===== config.mk =====
export PLATFORM = sky130hd
export DESIGN_NAME = mem_stage
export DESIGN_NICKNAME = d
export VERILOG_FILES = /design/src/rtl/cp0_pkg.sv /design/src/rtl/mem_isa_pkg.sv /design/src/rtl/mem_stage.sv /design/src/rtl/mem_access_ctrl.sv /design/src/rtl/mem_access_format.sv /design/src/rtl/except_resolve.sv /design/src/rtl/cp0_bypass.sv
export SDC_FILE = /design/constraint.sdc
export NUM_CORES = 1
export LEC_CHECK = 0
export BUFFER_PORTS_ARGS = -buffer_cell sky130_fd_sc_hd__buf_4
export CORE_AREA = 4 4 202 204
export CTS_CLUSTER_DIAMETER = 200
export CTS_CLUSTER_SIZE = 30
export DETAILED_ROUTE_END_ITERATION = 16
export DIE_AREA = 0 0 206 208
export PLACE_DENSITY_LB_ADDON = 0.12
export SYNTH_ARGS = -nofsm -noshare
export SYNTH_HDL_FRONTEND = slang
export SYNTH_SLANG_ARGS = --single-unit

===== constraint.sdc =====
create_clock -name clk -period 3.3 [get_ports clk]
set_input_delay 0 -clock clk [delete_from_list [all_inputs] [get_ports clk]]
set_output_delay 0 -clock clk [all_outputs]
set_load 0.005 [all_outputs]

===== src/rtl/cp0_pkg.sv =====
package cp0_pkg;

    localparam int CP0_ADDR_W = 5;

    // CP0 register numbers
    localparam logic [CP0_ADDR_W-1:0] cp0_reg_status = 5'd12;
    localparam logic [CP0_ADDR_W-1:0] cp0_reg_cause  = 5'd13;
    localparam logic [CP0_ADDR_W-1:0] cp0_reg_epc    = 5'd14;

    ////////////////////////////////////////////////////////////////////////////
    // Exception codes handed to writeback
    localparam logic [31:0] exc_none         = 32'h0000_0000;
    localparam logic [31:0] exc_interrupt    = 32'h0000_0001;
    localparam logic [31:0] exc_syscall      = 32'h0000_0008;
    localparam logic [31:0] exc_inst_invalid = 32'h0000_000a;
    localparam logic [31:0] exc_overflow     = 32'h0000_000c;
    localparam logic [31:0] exc_trap         = 32'h0000_000d;
    localparam logic [31:0] exc_eret         = 32'h0000_000e;

    // Flag positions in the incoming exception word
    localparam int exc_bit_syscall = 8;
    localparam int exc_bit_invalid = 9;
    localparam int exc_bit_trap    = 10;
    localparam int exc_bit_ov      = 11;
    localparam int exc_bit_eret    = 12;

    // Status and cause share the interrupt field layout
    typedef union packed {
        logic [31:0] raw;
        struct packed {
            logic [15:0] hi16;
            logic [7:0]  int_bits;
            logic [5:0]  mid;
            logic        exl;
            logic        ie;
        } irq;
    } cp0_word_u;

endpackage


===== src/rtl/mem_isa_pkg.sv =====
package mem_isa_pkg;

    // Widths shared by the memory stage
    localparam int ALUOP_W = 8;
    localparam int STRB_W  = 4;
    localparam int WORD_W  = 32;

    ////////////////////////////////////////////////////////////////////////////
    // Execute-stage operation codes for the load/store group

    // Loads
    localparam logic [ALUOP_W-1:0] aluop_lb  = 8'b1110_0000;
    localparam logic [ALUOP_W-1:0] aluop_lh  = 8'b1110_0001;
    localparam logic [ALUOP_W-1:0] aluop_lw  = 8'b1110_0011;
    localparam logic [ALUOP_W-1:0] aluop_lbu = 8'b1110_0100;
    localparam logic [ALUOP_W-1:0] aluop_lhu = 8'b1110_0101;

    // Stores
    localparam logic [ALUOP_W-1:0] aluop_sb  = 8'b1110_1000;
    localparam logic [ALUOP_W-1:0] aluop_sh  = 8'b1110_1001;
    localparam logic [ALUOP_W-1:0] aluop_sw  = 8'b1110_1011;

endpackage

===== src/rtl/mem_stage.sv =====
`timescale 1ns/10ps

module mem_stage #(
    parameter int ADDR_W = 32
) (
    input  logic                             clk,
    input  logic                             rst,
    input  logic                             i_valid,
    output logic                             o_ready,
    input  logic [mem_isa_pkg::ALUOP_W-1:0]  i_aluop,
    input  logic [ADDR_W-1:0]                i_addr,
    input  logic [31:0]                      i_reg2,
    input  logic [4:0]                       i_wd,
    input  logic                             i_wreg,
    input  logic [31:0]                      i_wdata,
    input  logic [31:0]                      i_excepttype,
    input  logic [31:0]                      i_inst_addr,
    input  logic [31:0]                      i_cp0_status,
    input  logic [31:0]                      i_cp0_cause,
    input  logic [31:0]                      i_cp0_epc,
    input  logic                             i_wb_cp0_we,
    input  logic [cp0_pkg::CP0_ADDR_W-1:0]   i_wb_cp0_addr,
    input  logic [31:0]                      i_wb_cp0_data,
    output logic [ADDR_W-1:0]                o_paddr,
    output logic                             o_psel,
    output logic                             o_penable,
    output logic                             o_pwrite,
    output logic [3:0]                       o_pstrb,
    output logic [31:0]                      o_pwdata,
    input  logic [31:0]                      i_prdata,
    input  logic                             i_pready,
    output logic                             o_wb_valid,
    output logic [4:0]                       o_wb_wd,
    output logic                             o_wb_wreg,
    output logic [31:0]                      o_wb_wdata,
    output logic [31:0]                      o_wb_excepttype,
    output logic [31:0]                      o_wb_cp0_epc
);
    import cp0_pkg::*;

    cp0_word_u   status_fwd;
    cp0_word_u   cause_fwd;
    logic [31:0] epc_fwd;
    logic [31:0] exc_code;
    logic        is_mem;
    logic        is_store;
    logic        misaligned;
    logic [3:0]  strb;
    logic [31:0] store_data;
    logic [31:0] load_data;
    logic [31:0] bus_rdata;

    cp0_bypass u_cp0_bypass (
        .i_cp0_status (i_cp0_status),
        .i_cp0_cause  (i_cp0_cause),
        .i_cp0_epc    (i_cp0_epc),
        .i_wb_cp0_we  (i_wb_cp0_we),
        .i_wb_cp0_addr(i_wb_cp0_addr),
        .i_wb_cp0_data(i_wb_cp0_data),
        .o_status     (status_fwd),
        .o_cause      (cause_fwd),
        .o_epc        (epc_fwd)
    );

    except_resolve u_except_resolve (
        .i_status    (status_fwd),
        .i_cause     (cause_fwd),
        .i_excepttype(i_excepttype),
        .i_inst_addr (i_inst_addr),
        .o_excepttype(exc_code)
    );

    // Instruction fields stay on the inputs until o_wb_valid
    mem_access_format u_format (
        .i_aluop     (i_aluop),
        .i_addr_lo   (i_addr[1:0]),
        .i_reg2      (i_reg2),
        .i_rdata     (bus_rdata),
        .o_is_mem    (is_mem),
        .o_is_store  (is_store),
        .o_misaligned(misaligned),
        .o_strb      (strb),
        .o_store_data(store_data),
        .o_load_data (load_data)
    );

    mem_access_ctrl #(
        .ADDR_W(ADDR_W)
    ) u_ctrl (
        .clk            (clk),
        .rst            (rst),
        .i_valid        (i_valid),
        .o_ready        (o_ready),
        .i_wd           (i_wd),
        .i_wreg         (i_wreg),
        .i_wdata        (i_wdata),
        .i_excepttype   (exc_code),
        .i_epc          (epc_fwd),
        .i_addr         (i_addr),
        .i_is_mem       (is_mem),
        .i_is_store     (is_store),
        .i_misaligned   (misaligned),
        .i_strb         (strb),
        .i_store_data   (store_data),
        .i_load_data    (load_data),
        .o_rdata        (bus_rdata),
        .o_paddr        (o_paddr),
        .o_psel         (o_psel),
        .o_penable      (o_penable),
        .o_pwrite       (o_pwrite),
        .o_pstrb        (o_pstrb),
        .o_pwdata       (o_pwdata),
        .i_prdata       (i_prdata),
        .i_pready       (i_pready),
        .o_wb_valid     (o_wb_valid),
        .o_wb_wd        (o_wb_wd),
        .o_wb_wreg      (o_wb_wreg),
        .o_wb_wdata     (o_wb_wdata),
        .o_wb_excepttype(o_wb_excepttype),
        .o_wb_cp0_epc   (o_wb_cp0_epc)
    );

endmodule


===== src/rtl/mem_access_ctrl.sv =====
`timescale 1ns/10ps

module mem_access_ctrl #(
    parameter int ADDR_W = 32
) (
    input  logic                           clk,
    input  logic                           rst,
    input  logic                           i_valid,
    output logic                           o_ready,
    input  logic [4:0]                     i_wd,
    input  logic                           i_wreg,
    input  logic [31:0]                    i_wdata,
    input  logic [31:0]                    i_excepttype,
    input  logic [31:0]                    i_epc,
    input  logic [ADDR_W-1:0]              i_addr,
    input  logic                           i_is_mem,
    input  logic                           i_is_store,
    input  logic                           i_misaligned,
    input  logic [mem_isa_pkg::STRB_W-1:0] i_strb,
    input  logic [mem_isa_pkg::WORD_W-1:0] i_store_data,
    input  logic [mem_isa_pkg::WORD_W-1:0] i_load_data,
    output logic [mem_isa_pkg::WORD_W-1:0] o_rdata,
    output logic [ADDR_W-1:0]              o_paddr,
    output logic                           o_psel,
    output logic                           o_penable,
    output logic                           o_pwrite,
    output logic [mem_isa_pkg::STRB_W-1:0] o_pstrb,
    output logic [mem_isa_pkg::WORD_W-1:0] o_pwdata,
    input  logic [mem_isa_pkg::WORD_W-1:0] i_prdata,
    input  logic                           i_pready,
    output logic                           o_wb_valid,
    output logic [4:0]                     o_wb_wd,
    output logic                           o_wb_wreg,
    output logic [31:0]                    o_wb_wdata,
    output logic [31:0]                    o_wb_excepttype,
    output logic [31:0]                    o_wb_cp0_epc
);
    import cp0_pkg::*;

    localparam logic [1:0] ST_IDLE   = 2'd0;
    localparam logic [1:0] ST_SETUP  = 2'd1;
    localparam logic [1:0] ST_ACCESS = 2'd2;

    logic [1:0] state;
    logic       accept;
    logic       start_xfer;
    logic       done;

    assign o_ready    = (state == ST_IDLE);
    assign accept     = i_valid && o_ready;
    // Faulting or misaligned accesses never reach the bus
    assign start_xfer = i_is_mem && !i_misaligned && (i_excepttype == exc_none);
    assign done       = (state == ST_ACCESS) && i_pready;
    assign o_rdata    = (state == ST_ACCESS) ? i_prdata : '0;

    ////////////////////////////////////////////////////////////////////////////
    // APB sequencing
    always_ff @(posedge clk) begin
        if (rst) begin
            state      <= ST_IDLE;
            o_psel     <= 1'b0;
            o_penable  <= 1'b0;
            o_pwrite   <= 1'b0;
            o_wb_valid <= 1'b0;
            o_wb_wreg  <= 1'b0;
        end else begin
            o_wb_valid <= 1'b0;
            case (state)
                ST_IDLE: begin
                    if (accept) begin
                        o_wb_wreg <= i_wreg;
                        if (start_xfer) begin
                            state    <= ST_SETUP;
                            o_psel   <= 1'b1;
                            o_pwrite <= i_is_store;
                        end else begin
                            o_wb_valid <= 1'b1;
                        end
                    end
                end
                ST_SETUP: begin
                    state     <= ST_ACCESS;
                    o_penable <= 1'b1;
                end
                ST_ACCESS: begin
                    if (i_pready) begin
                        state      <= ST_IDLE;
                        o_psel     <= 1'b0;
                        o_penable  <= 1'b0;
                        o_pwrite   <= 1'b0;
                        o_wb_valid <= 1'b1;
                    end
                end
                default: state <= ST_IDLE;
            endcase
        end
    end

    // Transfer payload and writeback result
    always_ff @(posedge clk) begin
        if (accept) begin
            o_wb_wd         <= i_wd;
            o_wb_excepttype <= i_excepttype;
            o_wb_cp0_epc    <= i_epc;
            o_wb_wdata      <= (i_is_mem && !i_is_store && i_misaligned) ? '0 : i_wdata;
            if (start_xfer) begin
                o_paddr  <= i_addr;
                o_pstrb  <= i_strb;
                o_pwdata <= i_store_data;
            end
        end else if (done && !o_pwrite) begin
            o_wb_wdata <= i_load_data;
        end
    end

endmodule


===== src/rtl/mem_access_format.sv =====
`timescale 1ns/10ps

module mem_access_format (
    input  logic [mem_isa_pkg::ALUOP_W-1:0] i_aluop,
    input  logic [1:0]                      i_addr_lo,
    input  logic [mem_isa_pkg::WORD_W-1:0]  i_reg2,
    input  logic [mem_isa_pkg::WORD_W-1:0]  i_rdata,
    output logic                            o_is_mem,
    output logic                            o_is_store,
    output logic                            o_misaligned,
    output logic [mem_isa_pkg::STRB_W-1:0]  o_strb,
    output logic [mem_isa_pkg::WORD_W-1:0]  o_store_data,
    output logic [mem_isa_pkg::WORD_W-1:0]  o_load_data
);
    import mem_isa_pkg::*;

    logic       sz_byte;
    logic       sz_half;
    logic       is_signed;
    logic [7:0] byte_lane;
    logic [15:0] half_lane;

    ////////////////////////////////////////////////////////////////////////////
    // Operation decode
    always_comb begin
        o_is_mem   = 1'b1;
        o_is_store = 1'b0;
        sz_byte    = 1'b0;
        sz_half    = 1'b0;
        is_signed  = 1'b0;
        case (i_aluop)
            aluop_lb:  begin sz_byte = 1'b1; is_signed = 1'b1; end
            aluop_lbu: sz_byte = 1'b1;
            aluop_lh:  begin sz_half = 1'b1; is_signed = 1'b1; end
            aluop_lhu: sz_half = 1'b1;
            aluop_lw:  ;
            aluop_sb:  begin sz_byte = 1'b1; o_is_store = 1'b1; end
            aluop_sh:  begin sz_half = 1'b1; o_is_store = 1'b1; end
            aluop_sw:  o_is_store = 1'b1;
            default:   o_is_mem = 1'b0;
        endcase
    end

    // Big-endian lanes with offset 0 in bits 31:24
    always_comb begin
        o_strb       = '0;
        o_misaligned = 1'b0;
        if (o_is_mem) begin
            if (sz_byte) begin
                o_strb = 4'b1000 >> i_addr_lo;
            end else if (sz_half) begin
                case (i_addr_lo)
                    2'b00:   o_strb = 4'b1100;
                    2'b10:   o_strb = 4'b0011;
                    default: o_misaligned = 1'b1;
                endcase
            end else if (i_addr_lo == 2'b00) begin
                o_strb = 4'b1111;
            end else begin
                o_misaligned = 1'b1;
            end
        end
    end

    // Replicate across lanes and let the strobes pick
    always_comb begin
        if (!o_is_store) begin
            o_store_data = '0;
        end else if (sz_byte) begin
            o_store_data = {4{i_reg2[7:0]}};
        end else if (sz_half) begin
            o_store_data = {2{i_reg2[15:0]}};
        end else begin
            o_store_data = i_reg2;
        end
    end

    ////////////////////////////////////////////////////////////////////////////
    // Load extraction
    assign byte_lane = i_rdata[8*(3 - i_addr_lo) +: 8];
    assign half_lane = i_addr_lo[1] ? i_rdata[15:0] : i_rdata[31:16];

    always_comb begin
        if (!o_is_mem || o_is_store || o_misaligned) begin
            o_load_data = '0;
        end else if (sz_byte) begin
            o_load_data = {{24{is_signed & byte_lane[7]}}, byte_lane};
        end else if (sz_half) begin
            o_load_data = {{16{is_signed & half_lane[15]}}, half_lane};
        end else begin
            o_load_data = i_rdata;
        end
    end

endmodule


===== src/rtl/except_resolve.sv =====
`timescale 1ns/10ps

module except_resolve (
    input  cp0_pkg::cp0_word_u i_status,
    input  cp0_pkg::cp0_word_u i_cause,
    input  logic [31:0]        i_excepttype,
    input  logic [31:0]        i_inst_addr,
    output logic [31:0]        o_excepttype
);
    import cp0_pkg::*;

    logic int_pending;

    // Pending and unmasked, outside exception level, globally enabled
    assign int_pending = (|(i_cause.irq.int_bits & i_status.irq.int_bits))
                         && !i_status.irq.exl
                         && i_status.irq.ie;

    always_comb begin
        o_excepttype = exc_none;
        // A bubble carries address zero and never faults
        if (i_inst_addr != 32'b0) begin
            if (int_pending) begin
                o_excepttype = exc_interrupt;
            end else if (i_excepttype[exc_bit_syscall]) begin
                o_excepttype = exc_syscall;
            end else if (i_excepttype[exc_bit_invalid]) begin
                o_excepttype = exc_inst_invalid;
            end else if (i_excepttype[exc_bit_trap]) begin
                o_excepttype = exc_trap;
            end else if (i_excepttype[exc_bit_ov]) begin
                o_excepttype = exc_overflow;
            end else if (i_excepttype[exc_bit_eret]) begin
                o_excepttype = exc_eret;
            end
        end
    end

endmodule


===== src/rtl/cp0_bypass.sv =====
`timescale 1ns/10ps

module cp0_bypass (
    input  logic [31:0]                   i_cp0_status,
    input  logic [31:0]                   i_cp0_cause,
    input  logic [31:0]                   i_cp0_epc,
    input  logic                          i_wb_cp0_we,
    input  logic [cp0_pkg::CP0_ADDR_W-1:0] i_wb_cp0_addr,
    input  logic [31:0]                   i_wb_cp0_data,
    output cp0_pkg::cp0_word_u            o_status,
    output cp0_pkg::cp0_word_u            o_cause,
    output logic [31:0]                   o_epc
);
    import cp0_pkg::*;

    logic wr_status;
    logic wr_cause;
    logic wr_epc;

    assign wr_status = i_wb_cp0_we && (i_wb_cp0_addr == cp0_reg_status);
    assign wr_cause  = i_wb_cp0_we && (i_wb_cp0_addr == cp0_reg_cause);
    assign wr_epc    = i_wb_cp0_we && (i_wb_cp0_addr == cp0_reg_epc);

    assign o_status.raw = wr_status ? i_wb_cp0_data : i_cp0_status;
    assign o_epc        = wr_epc ? i_wb_cp0_data : i_cp0_epc;

    always_comb begin
        o_cause.raw = i_cp0_cause;
        // Only the software interrupt bits and IV/WP are writable
        if (wr_cause) begin
            o_cause.raw[9:8]   = i_wb_cp0_data[9:8];
            o_cause.raw[23:22] = i_wb_cp0_data[23:22];
        end
    end

endmodule


; ---- Yosys cells after proc, flatten, opt, wreduce, memory -nomap -nowiden
; Index checks and enable logic that the tools add are counted.
[word_totals]
regBits = 176
out_inout_bits = 175
elab_cells = 124
[classes]
addsub = 1
eq_ne = 17
n_shift = 2
n_mux = 50
bitwise = 3
n_reduce_logical = 38
[ops]
columns = cell, count
row1 = 32-bit 2-to-1 mux, 16
row2 = 8-bit == test (second input constant), 8
row3 = 32-bit by 33-bit indexed part select with 8-bit output, 1
row4 = 32-bit logical NOT, 1
row5 = 16-bit 2-to-1 mux, 2
row6 = 32-bit nonzero test, 1
row7 = 1-bit 2-to-1 mux, 18
row8 = 4-bit 2-to-1 mux, 4
row9 = 8-bit OR reduction, 2
row10 = 5-bit by 4-bit == test with 1-bit output (second input constant), 3
row11 = 1-bit logical AND, 12
row12 = 3-bit OR reduction, 3
row13 = 8-bit AND, 1
row14 = 2-bit 2-to-1 mux, 4
row15 = 1-bit case mux with 2 select lines, 4
row16 = 4-bit case mux with 2 select lines, 1
row17 = 2-bit != test (second input constant), 3
row18 = 2-bit case mux with 3 select lines, 1
row19 = 2-bit AND reduction, 3
row20 = 2-bit nonzero test, 3
row21 = 1-bit logical NOT, 5
row22 = 2-bit == test (second input constant), 2
row23 = 2-bit logical NOT, 2
row24 = 4-bit AND reduction, 1
row25 = other kinds (7), 10

; ---- Logic depth before layout (Yosys ltp)
; Gate-level depths: netlist of run 1.
[depth]
depth_word = 14
ltp_mapped = 9

; ---- By module
; Synthesis of run 1 repeated with hierarchy kept, for this count alone.
[unflattened]
hier_cells = 697
area_unflattened_um2 = 9120.0
[by_module_without_submodules]
columns = mod, n_inst, cells_per_inst, area_per_inst_um2, seq_area_each_um2
row1 = mem_access_ctrl, 1, 294, 5987.0, 5215.0
row2 = mem_access_format, 1, 241, 1475.2, 0.0
row3 = cp0_bypass, 1, 107, 1224.9, 0.0
row4 = except_resolve, 1, 55, 432.9, 0.0

; ---- Least setup slack after synthesis of run 1
; Ideal clock, no wire load.
[synth_path]
path_type = register to register
from = reg u_ctrl.state[1]
to = reg u_ctrl.o_wb_wdata[0] (enable)
arrival_time_ns = 3.093
t_required_ns = 2.834
slack_ns = -0.259
path_stages_with_launch = 5
path_buffers = 1
synth_period_minus_slack_ns = 3.559
cell_sequence = dfxtp_1 -> nor2b_1 -> buf_2 -> nand2_1 -> o21ai_0
[synth_between]
elab_chain_cells = 4
word_cells_on_any_way = 6
[synth_rtl]
columns = element, line
row1 = from (decl), mem_access_ctrl.sv:44  ; logic [1:0] state;
row2 = from (signal assigned), mem_access_ctrl.sv:60  ; state <= ST_IDLE;
row3 = from (signal assigned), mem_access_ctrl.sv:73  ; state <= ST_SETUP;
row4 = from (signal assigned), mem_access_ctrl.sv:82  ; state <= ST_ACCESS;
row5 = 2-bit == test, mem_access_ctrl.sv:53  ; assign done = (state == ST_ACCESS) && i_pready;
row6 = 1-bit logical AND, mem_access_ctrl.sv:53
row7 = 1-bit logical AND, mem_access_ctrl.sv:111  ; end else if (done && !o_pwrite) begin
row8 = 2-bit nonzero test (no source line) *, --
row9 = to (signal assigned), mem_access_ctrl.sv:105  ; o_wb_wdata <= (i_is_mem && !i_is_store && i_misaligned) ? '0 : i_wdata;
row10 = to (signal assigned), mem_access_ctrl.sv:112  ; o_wb_wdata <= i_load_data;
row11 = to (decl), mem_access_ctrl.sv:34  ; output logic [31:0] o_wb_wdata,
; Every way passes the cells marked *; elsewhere a longest branch is shown, timed or not.
; A chain may end at the register's enable or synchronous reset.

; ---- Final worst setup path of run 1
[layout_path]
from = reg u_ctrl.state[1]
to = reg u_ctrl.o_wb_wdata[19] (data pin)
[layout_between]
elab_chain_cells = 9
word_cells_on_any_way = 13
[layout_rtl]
columns = element, line
row1 = branches (longest 8 deep; another with 32-bit by 33-bit indexed part select with 8-bit output), --
row2 = 32-bit 2-to-1 mux *, mem_access_ctrl.sv:101  ; if (accept) begin
; Every way passes the cells marked *. The select of a mux whose other input is x is not followed.

==> results.json, run 1 <==
{
  "worst_slew_pin_slew_ns": 0.7245,
  "crit_type": "reg2reg",
  "slew_headroom": 0.5119,
  "dieArea_um2": 42850,
  "outcome": "finished, final reports clean",
  "cp_max_fo": 16,
  "synth_top_flop_cell": "edfxtp_1",
  "ctsRootBufferMaster": "clkbuf_16",
  "dr_wl_met3_um": 1975,
  "ys_warn_count": 0,
  "clkTransAtPathRegs_ns": 0.06,
  "final_layout_size_suffix_gt1_frac": 0.4376,
  "grt_pass1_vias": 7413,
  "netlist_area_um2": 7038,
  "synthDistinctLibCells": 52,
  "avgSynthCellArea_um2": 12.41,
  "synth_top_cell_by_area": "edfxtp_1",
  "yosysSeqAreaShare": 0.6215,
  "nNetsFinal": 1524,
  "port_buffers": 417,
  "setup_viol": 0,
  "area_growth_pct": 88.30,
  "start_kind": "flip-flop",
  "cp-end-kind": "flip-flop",
  "period_minus_slack_ns": 2.702,
  "slew_violations": 0,
  "dr.pass1.iters": 4,
  "htreeDepth": 4,
  "core_um2": 39280,
  "clkSinkCount": 148,
  "fin_skew_ns": 0.01551,
  "cts_tree": "built",
  "p_clk_frac": 0.403,
  "syn_inst": 567,
  "powerDensity_nw_per_um2": 364.6,
  "track_usage": 0.1388,
  "rows": 73,
  "pwr-share-seq": 0.440,
  "grt_max_degree": 46,
  "fin_crit_sh": 0.8188,
  "synth_top_area_share": 0.6016,
  "start_util": 0.1792,
  "routedWlPerCell_um": 17.76,
  "overflow": 0,
  "netSwitchingFraction": 0.2303,
  "gp_congestion": 0.7898,
  "timing.fmax_ghz": 0.3701,
  "die_h_um": 208,
  "antenna_found_initial": 1,
  "hold_path_depth": 3,
  "hp-class": "in2reg",
  "layoutNonFillerInstCount": 1719,
  "initialDrtViolationCount": 233,
  "peakVddDrop_mv": 0.3509,
  "hold_violations": 0,
  "r2r_cells": 8,
  "synthTopCellsByArea": "edfxtp_1 60%, mux2_2 6.4%, nand2_1 5.1%",
  "wl_met1_um": 11480,
  "dp_cells": 1496,
  "wirelength_um": 30530,
  "synthTopCellsByCount": "141 x edfxtp_1, 96 x nand2_1, 40 x mux2_2, 38 x a21oi_1, 29 x nor2_1",
  "maxCapViolations": 0,
  "post-route-util": 0.3374,
  "yosysMostFrequentCell": "edfxtp_1",
  "p_switching_uw": 1113,
  "post_cts_resized": 0,
  "final_antenna_net_count": 0,
  "insertion_delay_ns": 0.45,
  "required_ns": 3.60,
  "combPwrFrac": 0.156,
  "cts_buffers": 17,
  "routed.top_layer": "met4",
  "rsz0062_at_grt": "no",
  "p_leak_uw": 0.005714,
  "drc": 0,
  "worstPathArrival_ns": 3.01,
  "dr_wl_met2_um": 16410,
  "post_cts_buffers": 0,
  "cts_buffer_depth": 2,
  "fp.dieW_um": 206,
  "grt_pass1_wl_um": 44750,
  "dpl.hpwl_um": 23100,
  "vias": 6832,
  "pin_count": 519,
  "viasPerCell": 3.974,
  "intPower_uw": 3720,
  "num-fill-cells": 4041,
  "synth_seq_cells": 148,
  "ys_async_sr_fraction": 0,
  "r2r_slack_ns": 0.60,
  "synth_edf_count": 141,
  "fin_setup_tns_ns": 0
}
worst paths after layout:
path,from,end
min reg2reg,u_ctrl.o_psel,u_ctrl.o_psel
max reg2reg,u_ctrl.state[1],u_ctrl.o_wb_wdata[19]
min,i_prdata[4],u_ctrl.o_wb_wdata[4]
max,u_ctrl.state[1],u_ctrl.o_wb_wdata[19]
worst max-delay path: stages, from the launching register on:
cell	delay, ns
dfxtp_1	0.36
nor2b_2	0.47
nand2_1	0.17
nor4_1	0.30
nor2_1	0.09
nor3_2	0.17
buf_4	0.27
a22o_1	0.17
dlygate4sd3_1	0.56
layout make-up:
| class | instances | area, um^2 | share of cell area |
|---|---|---|---|
| Timing Repair Buffer | 623 | 5177 | 0.3907 |
| Sequential cell | 148 | 4374 | 0.3301 |
| Multi-Input combinational cell | 385 | 2456 | 0.1853 |
| Tap cell | 525 | 656.9 | 0.04957 |
| Clock buffer | 20 | 436.7 | 0.03295 |
| Clock inverter | 12 | 130.1 | 0.009819 |
| Inverter | 5 | 18.77 | 0.001416 |
| Antenna cell | 1 | 2.502 | 0.0001888 |
power by group through the flow:
stage,sequential [uW],combinational (uW),clock [uW]
after floorplan,2180,175,0
after global placement,2170,576,0
after detailed placement,2170,576,0
after CTS,2130,765,2030
after global routing,2130,820,2110
final,2130,756,1950
state kept, by name, summed over array words and instances, names as in the netlist, 2 cells and up:
signal and cells:
u_ctrl.state 2, u_ctrl.o_wb_wd 5, u_ctrl.o_wb_wdata 32, u_ctrl.o_wb_cp0_epc 32, u_ctrl.o_pwdata 32, u_ctrl.o_paddr 32, u_ctrl.o_wb_excepttype 4, u_ctrl.o_pstrb 4
cells by family (layout without fill, tap and decap cells):
kind of cell	count (synthesis)	count (layout)	synth area share
multiplexers	60	60	0.09493
AND/OR/NAND/NOR	173	173	0.1118
buffers and inverters	61	660	0.04907
flip-flops	148	148	0.6215
AO/OA/AOI/OAI	122	122	0.1196
other	1	29	0.0005328
XOR/XNOR	2	2	0.002489
through the flow:
stage | instance area [um^2] | hold WS, ns | setup slack (ns) | power, uW
detailed placement | 10780 | 0.1795 | 0.4769 | 2745
floorplan | 7139 | 0.06907 | 0.1187 | 2351
global route | 13250 | 0.02848 | 0.3720 | 5066
finish | 13250 | 0.04198 | 0.5980 | 4832
CTS | 13250 | 0.002009 | 0.6135 | 4924
global placement | 10780 | 0.1788 | 0.4566 | 2744
repair_timing:
action / in CTS / in global routing
endpoints found under the setup margin: 0 / 0
hold buffers: 190 / 0
hold endpoints to repair: 145 / 0
placed cells by master (no fill, tap or decap), drive strengths merged, types with 3 or more instances in the layout:
master / netlist / routed
clkinv: 0 / 4
nand3: 4 / 4
buf: 36 / 433
a21oi: 38 / 38
nor3: 3 / 3
a22oi: 3 / 3
dlygate4sd3: 0 / 190
mux2i: 18 / 18
nand4: 3 / 3
inv: 5 / 7
mux2: 41 / 41
conb: 1 / 28
nor4: 10 / 10
clkbuf: 20 / 20
and2: 11 / 11
o221a: 7 / 7
dfxtp: 7 / 7
nor2: 29 / 29
nand2: 96 / 96
clkinvlp: 0 / 4
nand2b: 4 / 4
edfxtp: 141 / 141
a22o: 24 / 24
a211oi: 10 / 10
and3: 3 / 3
o21ai: 23 / 23
layer usage:
layer | GRT usage | vias up
met5 | 0 | -
met4 | 0.04452 | 0
met3 | 0.03632 | 35
met2 | 0.2565 | 267
met1 | 0.1534 | 3224
li1 | - | 3306
No activity file was read; power rests on OpenSTA's default activity.
==> run 2, diff against run 1 <==
--- a/config.mk
+++ b/config.mk
@@ -6,11 +6,11 @@
 export NUM_CORES = 1
 export LEC_CHECK = 0
 export BUFFER_PORTS_ARGS = -buffer_cell sky130_fd_sc_hd__buf_4
-export CORE_AREA = 4 4 202 204
+export CORE_AREA = 4 4 198 200
 export CTS_CLUSTER_DIAMETER = 200
 export CTS_CLUSTER_SIZE = 30
 export DETAILED_ROUTE_END_ITERATION = 16
-export DIE_AREA = 0 0 206 208
+export DIE_AREA = 0 0 202 204
 export PLACE_DENSITY_LB_ADDON = 0.12
 export SYNTH_ARGS = -nofsm -noshare
 export SYNTH_HDL_FRONTEND = slang
==> constraint.sdc (replaced) <==
create_clock -name clk -period 2.75 [get_ports clk]
set_input_delay 0 -clock clk [delete_from_list [all_inputs] [get_ports clk]]
set_output_delay 0 -clock clk [all_outputs]
set_load 0.005 [all_outputs]
==> results.json, run 2 (synthesized netlist as in run 1, its figures left out) <==
{
  "outcome": "finished, final reports clean",
  "slew_headroom": 0.5156,
  "peakVddDrop_mv": 0.4346,
  "final_common_cell": "buf_4",
  "setup_viol": 0,
  "final_layout_size_suffix_gt1_frac": 0.4437,
  "start_util": 0.1882,
  "viasPerCell": 3.991,
  "pin_count": 519,
  "rsz0062_at_grt": "no",
  "slew_violations": 0,
  "fin_setup_tns_ns": 0,
  "fin_ws_ns": 0.1815,
  "final_cell_mix": "438 x buf_4, 188 x dlygate4sd3_1, 141 x edfxtp_1",
  "pwr-share-seq": 0.433,
  "overflow": 0,
  "design_power_total_uw": 5901,
  "hp-class": "in2reg",
  "cts_buffer_depth": 2,
  "insertion_delay_ns": 0.44,
  "wirelength_um": 30260,
  "dr.pass1.iters": 4,
  "routedWlPerCell_um": 17.69,
  "diodes": 0,
  "clkSinkCount": 148,
  "start_kind": "primary input",
  "fin_crit_sh": 0.9340,
  "dpl.hpwl_um": 23190,
  "powerDensity_nw_per_um2": 442.7,
  "htreeDepth": 4,
  "p_clk_frac": 0.414,
  "clkTransAtPathRegs_ns": 0.07,
  "hold_violations": 0,
  "worstPathArrival_ns": 2.76,
  "critPathSlowestCell": "dlygate4sd3_1",
  "grt_pass1_vias": 7442,
  "postPlaceCellArea_um2": 10840,
  "dieArea_um2": 41210,
  "p_leak_uw": 0.005756,
  "crit_chain": "dlygate4sd3_1, buf_4, mux4_2, nand2_1, nor4_1, nor2_1, nor3_2, buf_4, a22o_1, dlygate4sd3_1",
  "area_growth_pct": 89.40,
  "grt_max_degree": 39,
  "netSwitchingFraction": 0.2268,
  "drc": 0,
  "vias": 6825,
  "fin_skew_ns": 0.01224,
  "post-route-util": 0.3564,
  "rows": 71,
  "required_ns": 2.94,
  "core_um2": 37400,
  "crit_type": "in2reg",
  "cp_max_fo": 20,
  "gp_congestion": 0.7794,
  "initialDrtViolationCount": 286,
  "die_h_um": 204,
  "p_switching_uw": 1338,
  "ctsRootBufferMaster": "clkbuf_16",
  "track_usage": 0.1432,
  "final_antenna_net_count": 0,
  "grt_pass1_wl_um": 44770,
  "maxCapViolations": 0,
  "nNetsFinal": 1530,
  "period_minus_slack_ns": 2.568,
  "timing.fmax_ghz": 0.3893,
  "fp.dieW_um": 202,
  "combPwrFrac": 0.154,
  "post_cts_buffers": 0,
  "worst_slew_pin_slew_ns": 0.7266,
  "cts_buffers": 17,
  "final_cell_area_um2": 13330,
  "pre_cts_ws_ns": 0.2223,
  "intPower_uw": 4563,
  "antenna_found_initial": 4,
  "max_stage_delay_ns": 0.59,
  "port_buffers": 417,
  "cts_tree": "built",
  "cp-end-kind": "flip-flop"
}
run 2: cell count changes in the layout (fill, tap and decap cells not counted), moves of 2 or more:
| cell | previous run | this run |
|---|---|---|
| dlygate4sd3_1 | 190 | 188 |
| clkbuf_1 | 3 | 0 |
| buf_4 | 431 | 438 |
| clkinvlp_4 | 4 | 6 |
run 2: path summary, 6_finish.rpt:
check,depth (start not counted),slack [ns],endpoint,start
worst min-delay path,3,0.03,u_ctrl.o_wb_excepttype[2],i_excepttype[9]
worst max-delay path,10,0.18,u_ctrl.o_wb_wdata[19],i_addr[1]
worst max register to register,8,0.28,u_ctrl.o_wb_wdata[19],u_ctrl.state[1]
worst min register to register,2,0.47,u_ctrl.o_psel,u_ctrl.o_psel
run 2: metal layers:
metal  track usage  vias up  part of all wire
met5             0        -           0.00050
met4       0.04858        4             0.024
met3       0.04824       39             0.073
met2        0.2594      274              0.52
met1        0.1571     3196              0.38
li1              -     3312                 -
run 2: cell type report:
class,count,area (um^2)
Tap cell,511,639.4
Fill cell,3815,24070
Clock buffer,17,425.4
Multi-Input combinational cell,385,2461
Inverter,5,22.52
Clock inverter,15,177.7
Timing Repair Buffer,629,5230
Sequential cell,148,4374
run 2: critical path, delay by kind of cell:
kind                   cells  cell delay (ns)
AOI/OAI and AO/OA          1             0.19
buffers and inverters      4             1.63
muxes                      1             0.54
and+or+nand+nor            4             0.38
run 2: power groups by stage:
stage	clock, uW	combinational [uW]	sequential (uW)
4_1_cts	2540	914	2550
3_5_place_dp	0	690	2600
6_report	2440	907	2550
5_1_grt	2620	987	2560
3_3_place_gp	0	690	2600
2_1_floorplan	0	211	2610
run 2: repair_timing:
action	CTS	global route
endpoints found under the hold margin	144	0
hold buffers	188	0
endpoints found under the setup margin	0	11
resized for setup	0	1
run 2: metrics by stage:
stage / hold slack [ns] / std cells
global route: 0.005860 / 1710
detailed placement: 0.1796 / 1490
floorplan: 0.06907 / 594
global placement: 0.1788 / 1490
CTS: 0.0002123 / 1710
finish: 0.03023 / 1710
